$ cat src/logic/c64_load_pkg.sv
/*
 * Shared types and constants for the program file loader.
 * Covers the byte and address widths, the BASIC pointer map and the loader FSM states.
 */
package c64_load_pkg;

	// ==================================================
	// Data and address widths
	// ==================================================
	typedef logic [7:0]  byte_t;
	typedef logic [15:0] mem_addr_t;

	// Byte offset inside the downloaded file
	typedef logic [15:0] xfer_addr_t;

	// Loader FSM
	typedef enum logic [1:0] {
		LD_IDLE,
		LD_DATA,
		LD_PATCH
	} loader_state_t;

	// Little-endian load address header
	localparam xfer_addr_t PRG_HDR_BYTES = 16'd2;

	// ==================================================
	// BASIC pointers in zero page
	// ==================================================
	// Low byte address of each pair, high byte follows
	localparam mem_addr_t ZP_TXTTAB     = 16'h002B;
	localparam mem_addr_t ZP_VARTAB     = 16'h002D;
	localparam mem_addr_t ZP_ARYTAB     = 16'h002F;
	localparam mem_addr_t ZP_STREND     = 16'h0031;
	localparam mem_addr_t ZP_SAVE_START = 16'h00AC;
	localparam mem_addr_t ZP_LOAD_END   = 16'h00AE;

	// Patch walk covers the whole zero page
	localparam mem_addr_t PATCH_LIMIT   = 16'h0100;

endpackage

$ cat src/logic/prg_loader.sv
/*
 * Program file loader. Takes the load address from the header, turns payload
 * bytes into memory write requests and patches the BASIC pointers at the end.
 */
`timescale 1ns/10ps

module prg_loader
	import c64_load_pkg::*;
(
	input  logic       clk_sys,
	input  logic       reset_n,
	input  logic       ioctl_download_i,
	input  logic       ioctl_wr_i,
	input  xfer_addr_t ioctl_addr_i,
	input  byte_t      ioctl_data_i,
	input  logic       pending_i,
	output logic       req_o,
	output mem_addr_t  req_addr_o,
	output byte_t      req_data_o,
	output logic       load_done_o
);

	loader_state_t state;
	logic          download_d;
	logic          download_fall;
	mem_addr_t     start_addr;
	mem_addr_t     end_addr;
	mem_addr_t     walk_addr;
	logic          patch_wrote;
	logic          ptr_hit;
	byte_t         ptr_byte;
	logic          host_strobe;
	logic          payload_strobe;
	logic          patch_idle;
	logic          patch_write;
	logic          patch_skip;
	logic          patch_end;

	assign download_fall  = download_d & ~ioctl_download_i;
	assign host_strobe    = ioctl_wr_i & ioctl_download_i & (state != LD_PATCH);
	assign payload_strobe = host_strobe & (ioctl_addr_i >= PRG_HDR_BYTES);

	// Walk only moves once the last write has left the slot
	assign patch_idle  = (state == LD_PATCH) & ~req_o & ~pending_i;
	assign patch_end   = patch_idle & (walk_addr == PATCH_LIMIT);
	assign patch_write = patch_idle & ~patch_end & ptr_hit & ~patch_wrote;
	assign patch_skip  = patch_idle & ~patch_end & ~patch_write;

	// ==================================================
	// Pointer byte for the current walk address
	// ==================================================
	always_comb begin
		ptr_hit  = 1'b1;
		ptr_byte = start_addr[7:0];
		case (walk_addr)
			ZP_TXTTAB,
			ZP_SAVE_START:
				ptr_byte = start_addr[7:0];
			ZP_TXTTAB + 16'd1,
			ZP_SAVE_START + 16'd1:
				ptr_byte = start_addr[15:8];
			// Variables, arrays and strings all start right after the program
			ZP_VARTAB,
			ZP_ARYTAB,
			ZP_STREND,
			ZP_LOAD_END:
				ptr_byte = end_addr[7:0];
			ZP_VARTAB + 16'd1,
			ZP_ARYTAB + 16'd1,
			ZP_STREND + 16'd1,
			ZP_LOAD_END + 16'd1:
				ptr_byte = end_addr[15:8];
			default:
				ptr_hit = 1'b0;
		endcase
	end

	// ==================================================
	// Loader FSM
	// ==================================================
	always_ff @(posedge clk_sys) begin
		if (!reset_n) begin
			state       <= LD_IDLE;
			download_d  <= 1'b0;
			req_o       <= 1'b0;
			load_done_o <= 1'b0;
			patch_wrote <= 1'b0;
		end else begin
			download_d  <= ioctl_download_i;
			req_o       <= payload_strobe | patch_write;
			load_done_o <= 1'b0;

			case (state)
				LD_IDLE: begin
					if (ioctl_download_i)
						state <= LD_DATA;
				end
				LD_DATA: begin
					if (download_fall) begin
						state       <= LD_PATCH;
						patch_wrote <= 1'b0;
					end
				end
				LD_PATCH: begin
					if (patch_end) begin
						load_done_o <= 1'b1;
						state       <= LD_IDLE;
					end else if (patch_write) begin
						patch_wrote <= 1'b1;
					end else if (patch_skip) begin
						patch_wrote <= 1'b0;
					end
				end
				default: state <= LD_IDLE;
			endcase
		end
	end

	// Address and data path
	always_ff @(posedge clk_sys) begin
		if (host_strobe) begin
			if (ioctl_addr_i < PRG_HDR_BYTES) begin
				// Header byte 0 is the low half, byte 1 the high half
				if (ioctl_addr_i[0]) begin
					start_addr[15:8] <= ioctl_data_i;
					end_addr[15:8]   <= ioctl_data_i;
				end else begin
					start_addr[7:0] <= ioctl_data_i;
					end_addr[7:0]   <= ioctl_data_i;
				end
			end else begin
				// Running address doubles as the end pointer
				req_addr_o <= end_addr;
				req_data_o <= ioctl_data_i;
				end_addr   <= end_addr + 16'd1;
			end
		end

		if (state == LD_DATA && download_fall)
			walk_addr <= '0;

		if (patch_write) begin
			req_addr_o <= walk_addr;
			req_data_o <= ptr_byte;
		end

		if (patch_skip)
			walk_addr <= walk_addr + 16'd1;
	end

endmodule

$ cat src/logic/mem_write_slot.sv
/*
 * Memory write slot. Holds one pending write and issues it in the shared slot
 * that follows the next falling edge of the slot marker.
 */
`timescale 1ns/10ps

module mem_write_slot
	import c64_load_pkg::*;
(
	input  logic      clk_sys,
	input  logic      reset_n,
	input  logic      req_i,
	input  mem_addr_t req_addr_i,
	input  byte_t     req_data_i,
	input  logic      mem_slot_i,
	output logic      pending_o,
	output logic      mem_we_o,
	output mem_addr_t mem_addr_o,
	output byte_t     mem_data_o
);

	logic slot_d;
	logic slot_fall;
	logic slot_second;
	logic launch;
	logic retire;

	// Slot edges from the delayed copy
	assign slot_fall   = slot_d & ~mem_slot_i;
	assign slot_second = slot_d & mem_slot_i;

	// Launch on the fall, retire in the second cycle of the next slot
	assign launch = slot_fall & pending_o & ~mem_we_o;
	assign retire = slot_second & mem_we_o;

	// ==================================================
	// Slot control
	// ==================================================
	always_ff @(posedge clk_sys) begin
		if (!reset_n) begin
			slot_d    <= 1'b0;
			pending_o <= 1'b0;
			mem_we_o  <= 1'b0;
		end else begin
			slot_d <= mem_slot_i;

			if (req_i)
				pending_o <= 1'b1;
			else if (retire)
				pending_o <= 1'b0;

			if (launch)
				mem_we_o <= 1'b1;
			else if (retire)
				mem_we_o <= 1'b0;
		end
	end

	// Request payload stays stable until the write retires
	always_ff @(posedge clk_sys) begin
		if (req_i) begin
			mem_addr_o <= req_addr_i;
			mem_data_o <= req_data_i;
		end
	end

endmodule

$ cat src/logic/c64_prg_inject.sv
/*
 * Program injection top level. Loader stage feeds the memory write slot stage.
 */
`timescale 1ns/10ps

module c64_prg_inject
	import c64_load_pkg::*;
(
	input  logic       clk_sys,
	input  logic       reset_n,
	input  logic       ioctl_download_i,
	input  logic       ioctl_wr_i,
	input  xfer_addr_t ioctl_addr_i,
	input  byte_t      ioctl_data_i,
	input  logic       mem_slot_i,
	output logic       ioctl_wait_o,
	output logic       mem_we_o,
	output mem_addr_t  mem_addr_o,
	output byte_t      mem_data_o,
	output logic       load_done_o
);

	// Loader to slot
	logic      req;
	mem_addr_t req_addr;
	byte_t     req_data;
	logic      pending;

	// Host stalls for as long as a write is held
	assign ioctl_wait_o = pending;

	prg_loader u_loader (
		.clk_sys          (clk_sys),
		.reset_n          (reset_n),
		.ioctl_download_i (ioctl_download_i),
		.ioctl_wr_i       (ioctl_wr_i),
		.ioctl_addr_i     (ioctl_addr_i),
		.ioctl_data_i     (ioctl_data_i),
		.pending_i        (pending),
		.req_o            (req),
		.req_addr_o       (req_addr),
		.req_data_o       (req_data),
		.load_done_o      (load_done_o)
	);

	mem_write_slot u_slot (
		.clk_sys    (clk_sys),
		.reset_n    (reset_n),
		.req_i      (req),
		.req_addr_i (req_addr),
		.req_data_i (req_data),
		.mem_slot_i (mem_slot_i),
		.pending_o  (pending),
		.mem_we_o   (mem_we_o),
		.mem_addr_o (mem_addr_o),
		.mem_data_o (mem_data_o)
	);

endmodule

$ cat config.mk
export PLATFORM = sky130hd
export DESIGN_NAME = c64_prg_inject
export DESIGN_NICKNAME = d
export VERILOG_FILES = /design/src/logic/c64_load_pkg.sv /design/src/logic/prg_loader.sv /design/src/logic/mem_write_slot.sv /design/src/logic/c64_prg_inject.sv
export SDC_FILE = /design/constraint.sdc
export NUM_CORES = 1
export LEC_CHECK = 0
export BUFFER_PORTS_ARGS = -buffer_cell sky130_fd_sc_hd__buf_2
export CORE_MARGIN = 2
export CORE_UTILIZATION = 60
export CTS_CLUSTER_DIAMETER = 40
export DETAILED_ROUTE_END_ITERATION = 7
export PLACE_DENSITY = 0.9
export SLEW_MARGIN = 30
export SYNTH_ARGS = -nofsm -noshare
export SYNTH_HDL_FRONTEND = slang
export SYNTH_SLANG_ARGS = --single-unit
$ cat constraint.sdc
create_clock -name clk_sys -period 6.4 [get_ports clk_sys]
set_input_delay 1.28 -clock clk_sys [delete_from_list [all_inputs] [get_ports clk_sys]]
set_output_delay 1.28 -clock clk_sys [all_outputs]
set_load 0.03 [all_outputs]
Word level (Yosys, flattened, before mapping) --
Index checks and enable logic that the tools add are counted.
Operators by class: add/subtract/negate cells 2, $lt $le $gt $ge 2, equality and inequality tests 24, mux-type cells 26, bitwise logic cells 26, reduce and logical (&&, ||, !) cells 19
Operators with widths (number):
- $eq 16x6->1 const B | 8
- $mux 16 | 6
- $eq 16x8->1 const B | 4
- $mux 8 | 5
- $add 16x1->16 const B | 2
- $pmux 8 s3 | 1
- $and 1x1->1 | 16
- $eq 16x9->1 const B | 1
- $ge 16x2->1 const B | 1
- $lt 16x2->1 const B | 1
- $reduce_or 12->1 | 1
- $ne 2x2->1 const B | 5
- $reduce_bool 2->1 | 5
- $mux 1 | 9
- $not 1->1 | 9
- $reduce_and 3->1 | 3
- $reduce_and 2->1 | 4
- $reduce_or 4->1 | 2
- $mux 2 | 3
- $ne 2x1->1 const B | 3
- $pmux 2 s3 | 1
- $reduce_and 4->1 | 1
- $ne 3x1->1 const B | 1
- $eq 2x1->1 const B | 1
- other kinds (6) | 6
Storage, ports and cells: bits in registers 105, input port bits 29, output and inout bits 27, logic and storage cells 116

Longest topological paths before layout --
Gate-level depths: netlist (run 1).
depth in word-level cells 14, depth in mapped cells 10, mapped depth without buffers 8

Cells and area by module --
A second synthesis (run 1) with hierarchy kept.
Unflattened totals: cells, all modules 369, area total of the unflattened synthesis 4753.3 sq um
Modules (own cells, without submodules):
- prg_loader | instances 1, cells each 335, area an instance 3932.5 sq um, sequential area each 2282.2 sq um
- mem_write_slot | instances 1, cells each 34, area an instance 820.8 sq um, sequential area each 780.7 sq um

Worst setup path before layout (run 1) --
No wires, ideal clock.
path kind input to register, start point in ioctl_addr_i[7], end point reg u_loader.req_addr_o[0] (enable), library setup time 0.409 ns, arrival 2.772 ns, data required time 5.991 ns, slack 3.219 ns, stages on the path 4, buffers on the path 0, path through nor4_1 nand4_1 inv_1 o21ai_1
Between the ends: cells in the longest elaborated chain, start to end 3
Ends and longest elaborated chain:
- from (decl) | RTL line c64_prg_inject.sv:13 | input xfer_addr_t ioctl_addr_i,
- $lt 16x2->1 | RTL line prg_loader.sv:122 | if (ioctl_addr_i < PRG_HDR_BYTES) begin
- $ne 2x1->1 (no source line)
- $reduce_and 2->1 (no source line)
- to (signal assigned) | RTL line prg_loader.sv:133 | req_addr_o <= end_addr;
- to (signal assigned) | RTL line prg_loader.sv:143 | req_addr_o <= walk_addr;
- to (decl) | RTL line prg_loader.sv:18 | output mem_addr_t req_addr_o,
Every way passes these cells. A chain may end at the register's enable or synchronous reset.

Final worst setup path (run 1) --
start point reg u_loader.walk_addr[0], end point reg u_loader.walk_addr[2] (enable)
Between the ends: cells in the longest elaborated chain, start to end 9, elaborated cells between the ends (all ways) 23, those cells by class eq/ne (13); mux (1); bitwise (7); reduce/logical (2)
Ends and longest elaborated chain:
- from (decl) | RTL line prg_loader.sv:28 | mem_addr_t walk_addr;
- from (signal assigned) | RTL line prg_loader.sv:148 | walk_addr <= walk_addr + 16'd1;
- branches (longest 7 deep; another with $eq 16x6->1)
- $and 1x1->1 * | RTL line prg_loader.sv:47 | assign patch_skip = patch_idle & ~patch_end & ~patch_write;
- $reduce_bool 2->1 (no source line) *
Every way passes the cells marked *.

==> results of run 1 <==
-- per-layer routing --
| metal | vias to the layer above | global-route usage (%) |
|---|---|---|
| li1 | 1513 | - |
| met1 | 1526 | 32.6 |
| met2 | 218 | 36.5 |
| met3 | 28 | 3.69 |
| met4 | 0 | 9.42 |
| met5 | - | 0 |
-- worst paths after layout --
check | from | endpoint | slack [ps] | cells after the start
setup / recovery | u_loader.walk_addr[0] | u_loader.walk_addr[2] | 2620 | 7
hold / removal | u_loader.req_addr_o[10] | u_slot.mem_addr_o[10] | 420 | 0
hold reg to reg | u_loader.req_addr_o[10] | u_slot.mem_addr_o[10] | 420 | 0
setup reg to reg | u_loader.walk_addr[0] | u_loader.walk_addr[2] | 2620 | 7
-- synth_stat cells (2+ instances only) --
library cell	number	area share [%]
edfxtp_1	96	60
nor2_1	45	3.5
nand2_1	33	2.6
and2_1	21	2.7
a21oi_1	19	2.0
xor2_1	17	3.1
xnor2_1	10	1.8
dfxtp_1	9	3.7
a222oi_1	8	1.7
a22o_1	8	1.4
inv_1	8	0.62
nand3_1	8	0.83
nand4_1	8	1.0
and3_1	7	0.91
buf_6	6	1.4
nor3_1	6	0.62
o21ai_0	6	0.62
o31ai_1	6	0.93
clkbuf_1	5	0.39
ha_1	5	1.3
nor2b_1	4	0.52
nor4_1	4	0.52
buf_2	3	0.31
mux2_2	3	0.70
nand2b_1	3	0.39
nor3b_1	3	0.47
a31oi_1	2	0.26
and2_4	2	0.36
and4_1	2	0.36
buf_4	2	0.31
o21a_1	2	0.31
o31ai_4	2	0.88
-- cell type report --
type,instances,share of cell area [%]
Sequential cell,105,57.3
Multi-Input combinational cell,252,30.8
Timing Repair Buffer,57,5.50
Clock buffer,10,2.39
Tap cell,102,2.39
Clock inverter,6,1.05
Inverter,8,0.562
-- cell families after synthesis --
family,Yosys count
fa+ha+maj,5
xor+xnor,27
simple gates,154
mux,3
flops,105
compound gates,63
buf+inv,25
-- layout by cell type (no fill, tap or decap), types with 2 or more instances in the layout --
master	netlist	final
a222oi_1	8	8
a22o_1	8	8
nor2_1	45	45
mux2_2	3	3
o21ai_0	6	6
a21oi_1	19	19
nor3_2	1	3
o31ai_1	6	6
inv_8	0	2
xor2_1	17	17
nor2b_1	4	4
and4_1	2	2
dfxtp_1	9	8
ha_1	5	5
nand2_1	33	33
edfxtp_1	96	96
o21a_1	2	2
nor4_1	4	4
nand2b_1	3	3
nor3_1	6	4
and2_4	2	2
inv_6	0	2
and3_1	7	7
buf_2	3	55
inv_1	8	8
a31oi_1	2	2
nor3b_1	3	3
o31ai_4	2	2
clkbuf_8	0	9
xnor2_1	10	10
nand3_1	8	8
nand4_1	8	8
and2_1	21	21
-- power groups by stage --
stage	Combinational, mW	Sequential (mW)	Clock [mW]
2_1_floorplan	0.0319	0.804	0
4_1_cts	0.0633	0.786	0.388
6_report	0.0639	0.787	0.385
3_3_place_gp	0.0599	0.800	0
3_5_place_dp	0.0629	0.802	0
5_1_grt	0.0699	0.789	0.416
-- flip-flops by register name, summed over array words and instances (netlist names) --
name and flops:
u_loader.start_addr 16, u_slot.mem_data_o 8, u_slot.slot_d 1, u_loader.patch_wrote 1, u_slot.mem_addr_o 16, u_loader.download_d 1, u_loader.load_done_o 1, u_loader.state 2
u_loader.req_o 1, u_loader.walk_addr 16, u_slot.mem_we_o 1, u_loader.end_addr 16, u_slot.pending_o 1, u_loader.req_data_o 8, u_loader.req_addr_o 16
-- worst register-to-register path: stages, from the launching register on --
cell      delay [ps]
edfxtp_1         510
ha_1             290
nor2b_1          200
a31oi_1          100
nor2_1           750
nor3_2           120
o41ai_4          730
nand2_1          660
-- through the flow --
step	hold slack, ps	setup WS [ps]	std cells	power, mW
2_1_floorplan	400	3220	382	0.835
3_3_place_gp	401	2550	523	0.860
3_5_place_dp	405	2330	523	0.865
4_1_cts	428	2600	539	1.24
5_1_grt	432	2200	540	1.28
6_report	416	2620	540	1.24
==> flow_summary.ini, run 1 <==
[pwr]
p_sw_share_pct = 23.7
power_leakage_nw = 1.89
switching_power_uw = 293
p_comb_share_pct = 5.2
clockPowerShare_pct = 31.2
powerDensity_nw_per_um2 = 231
p_seq_share_pct = 63.7
p_int_uw = 943
ir_worst_vdd_mv = 0.105

[placement]
port_buffers = 55
place_area_sq_um = 5140
place_congestion = 0.920
dp_hpwl_um = 6840

[synthesis]
synthesis.area_sq_um = 4840
ys_seq_area_share_pct = 63.3
synthAdderAreaFrac_pct = 1.29
yosys_most_used_dff = edfxtp_1
syn_area_per_cell_sq_um = 12.7
muxShareOfSynthArea_pct = 0.698
yosys.area_share.simple_pct = 16.3
yosys_warnings = 0
synth_top_family_by_area = simple AND/OR/NAND/NOR gates
synth_cells = 382
synthXorXnorAreaFrac_pct = 4.89
synth_cell_types = 51
synthesis.nets = 416
synth_compound_area_share_pct = 10.4
synth_edf_count = 96
ys_async_sr_fraction_pct = 0
ys_ff_latch = 105

[cts]
ctsResizeCount = 0
cts_tree = done
cts_made_buffers = 9
cts.sinks = 105
cts_setup_buffers = 0
cts_root_buf = clkbuf_8
clk_latency_ps = 370
path_clk_slew_ps = 110
ctsHoldBuffers = 0
clockBufferDepth = 2
htree_levels = 3

[floorplan]
dieArea_sq_um = 8800
start_util_pct = 62.3
die_y_um = 93.8
ios = 56
die_x_um = 93.8
core_sq_um = 7770
num_rows = 32

[route]
met2WireLength_um = 4630
dr.max_layer_used = met4
drt-vias-per-instance = 6.08
routed_wl_um = 9790
wl_met1_um = 3940
dr_total_vias = 3285
drc = 0
ant_nets = 0
drtIter0Drc = 468
met3_length_um = 941
drt-wirelength-per-cell_um = 18.1
drt-pass1-iter-count = 7

[timing]
relSlewSlack_pct = 34.7
worst_slew_pin_slew_ps = 975
setup_viol = 0
skew_ps = 17.6
fmax_ghz = 0.264
totalNegativeSetupSlack_ps = 0
period_needed_ps = 3780
hold_violations = 0
maxSlewViolCount = 0
min_period_over_period_pct = 59.1
rsz0062_at_grt = no

[finish]
finalCoreUtilization_pct = 68.8
drive_above_1_share_pct = 21.0
synthToLayoutAreaGrowth_pct = 10.5
ff_latch_area_sq_um = 3060
nets = 467
fillers = 532
n_antenna_cell = 0
multi_input_comb_area_sq_um = 1650
final_area_sq_um = 5350

[grt]
track_usage_pct = 23.2
grt_pass1_wl_um = 15700
antenna_found_initial = 0
grt_pass1_vias = 3204
grt_start_max_net_pins = 33
grt-ovfl-total = 0

[worst_setup_path]
max_stage_delay_ps = 750
path_buf_inv = 0
cp-start-kind = flop
critPathCaptureType = flop
cpLargestDelayFamily = simple AND/OR/NAND/NOR gates
worstPathCellList = ha_1, nor2b_1, a31oi_1, nor2_1, nor3_2, o41ai_4, nand2_1
crit_arrival_ps = 3720
critPathRequiredTime_ps = 6340
criticalPathCategory = reg -> reg
cpMaxStageDelayCell = nor2_1
cp_max_fo = 17

[flow_run]
drv_cap = 0

[hold_path]
worstHoldPathType = reg -> reg

[run_status]
status = finished, final reports clean
(Power assumes the default switching activity.)
==> inputs of run 2 (changes only) <==
--- a/config.mk
+++ b/config.mk
@@ -7,10 +7,10 @@
 export LEC_CHECK = 0
 export BUFFER_PORTS_ARGS = -buffer_cell sky130_fd_sc_hd__buf_2
 export CORE_MARGIN = 2
-export CORE_UTILIZATION = 60
+export CORE_UTILIZATION = 58
 export CTS_CLUSTER_DIAMETER = 40
 export DETAILED_ROUTE_END_ITERATION = 7
-export PLACE_DENSITY = 0.9
+export PLACE_DENSITY = 0.87
 export SLEW_MARGIN = 30
 export SYNTH_ARGS = -nofsm -noshare
 export SYNTH_HDL_FRONTEND = slang
==> constraint.sdc (replaced) <==
create_clock -name clk_sys -period 3.5 [get_ports clk_sys]
set_input_delay 0.7 -clock clk_sys [delete_from_list [all_inputs] [get_ports clk_sys]]
set_output_delay 0.7 -clock clk_sys [all_outputs]
set_load 0.03 [all_outputs]
==> run 2 against run 1 <==
Net effect: combinational power is 91% higher; critical path depth is 1 higher; total power is 88% higher; maximum frequency is 23% higher; routed wire length is 3.4% higher; clock power is 100% higher; count of clock-buffer cells in the layout is 2 higher; critical endpoint is now u_loader.walk_addr[1]; first-iteration DRC count is 9.4% lower; largest power group unchanged; register-to-register slack worse by 2200 ps; global-route usage is 0.064 points higher.
==> flow_summary.ini, run 2 (synthesized netlist as in run 1, its figures left out) <==
[run_status]
status = finished, final reports clean

[cts]
cts_tree = done
clockBufferDepth = 2
cts.sinks = 105
htree_levels = 3
ctsHoldBuffers = 0
cts_root_buf = clkbuf_8
cts_setup_buffers = 0
cts_made_buffers = 9
ctsResizeCount = 0
path_clk_slew_ps = 100
clk_latency_ps = 370

[pwr]
p_total_mw = 2.33
p_int_mw = 1.81
powerDensity_nw_per_um2 = 431
power_leakage_nw = 1.93
clockPowerShare_pct = 33.1
p_comb_share_pct = 5.2
p_seq_share_pct = 61.7
switching_power_uw = 522
p_sw_share_pct = 22.4
ir_worst_vdd_mv = 0.185

[worst_setup_path]
cp-start-kind = flop
regToRegStartpoint = u_loader.walk_addr[0]
reg2reg_setup_slack_ps = 420
cp_max_fo = 16
criticalPathCategory = reg -> reg
critPathCaptureType = flop
crit_arrival_ps = 3040
critPathRequiredTime_ps = 3460
rr_endpoint = u_loader.walk_addr[1]
rr_worst_depth = 8

[placement]
port_buffers = 55
place_congestion = 0.906
dp_hpwl_um = 7140
place_inst = 531

[route]
routed_wl_um = 10100
drt-wirelength-per-cell_um = 18.5
drc = 0
drt-vias-per-instance = 6.11
ant_nets = 0
dr_total_vias = 3344
drtIter0Drc = 424
drt-pass1-iter-count = 6

[timing]
worst_slew_pin_slew_ps = 897
rsz0062_at_grt = no
relSlewSlack_pct = 40.2
maxSlewViolCount = 0
period_needed_ps = 3080
min_period_over_period_pct = 88.0
hold_violations = 0
fmax_ghz = 0.325
skew_ps = 12.1
setup_viol = 0
totalNegativeSetupSlack_ps = 0

[floorplan]
die_x_um = 95.3
ios = 56
start_util_pct = 59.5
core_sq_um = 8130
dieArea_sq_um = 9090
die_y_um = 95.3
num_rows = 33

[grt]
grt_pass1_vias = 3126
track_usage_pct = 23.3
grt_pass1_wl_um = 15700
grt-ovfl-total = 0
grt_start_max_net_pins = 33
antenna_found_initial = 0

[finish]
drive_above_1_share_pct = 21.0
nets = 471
n_antenna_cell = 0
layout_commonest_cell = edfxtp_1
final_cells = 547
layout_common_cells = 96 x edfxtp_1, 55 x buf_2, 45 x nor2_1, 33 x nand2_1, 21 x and2_1
synthToLayoutAreaGrowth_pct = 11.5

[hold_path]
min_from = u_loader.req_data_o[5]
hold_depth = 0
worstHoldPathType = reg -> reg
min_to = u_slot.mem_data_o[5]

[flow_run]
drv_cap = 0
run 2: cell count changes in the layout (fill, tap and decap cells not counted), sizes merged:
cell	delta
buf	+4
clkbuf	+2
inv	-2
clkinv	+1
clkinvlp	-1
run 2: final cells by class:
class	count	area, sq um
timing repair buffer	61	320
clock buffer	12	178
tap	105	131
clock inverter	4	37.5
inverter	8	30.0
sequential	105	3060
multi-input combinational	252	1640
fill	575	2740
run 2: worst max-delay path by stage:
stage	startpoint	to	slack, ps
6_report	u_loader.walk_addr[0]	u_loader.walk_addr[1]	420
5_1_grt	u_loader.walk_addr[0]	u_loader.walk_addr[1]	170
4_1_cts	u_loader.walk_addr[0]	u_loader.walk_addr[1]	410
3_5_place_dp	u_loader.walk_addr[0]	u_loader.walk_addr[6]	390
3_3_place_gp	u_loader.walk_addr[0]	u_loader.walk_addr[5]	690
2_1_floorplan	u_loader.walk_addr[0]	u_loader.req_o	580
run 2: metal layers:
| metal | vias up | global-route usage, % | routed length (um) |
|---|---|---|---|
| li1 | 1527 | - | - |
| met1 | 1613 | 30.5 | 4070 |
| met2 | 172 | 37.7 | 4980 |
| met3 | 32 | 4.11 | 786 |
| met4 | 0 | 11.4 | 294 |
| met5 | - | 0 | 0 |
run 2: through the flow:
stage	util [%]	hold slack, ps	instance area [sq um]	setup slack (ps)
2_1_floorplan	-	400	4840	585
3_3_place_gp	63.6	400	5170	685
3_5_place_dp	63.7	406	5180	392
4_1_cts	66.3	429	5400	405
5_1_grt	66.3	437	5400	171
6_report	66.3	428	5400	420
run 2: power groups by stage:
stage	Sequential, mW	Combinational (mW)	Clock, mW
2_1_floorplan	1.47	0.0583	0
3_3_place_gp	1.46	0.115	0
3_5_place_dp	1.46	0.121	0
4_1_cts	1.43	0.122	0.773
5_1_grt	1.44	0.135	0.815
6_report	1.44	0.122	0.771
run 2: critical path: stages (launching register included):
cell and delay [ps]:
edfxtp_1 500, inv_1 150, ha_1 230, nor2b_1 280, a41oi_1 180, o22ai_2 500
nor3_2 140, o41ai_4 260, nand2_1 460
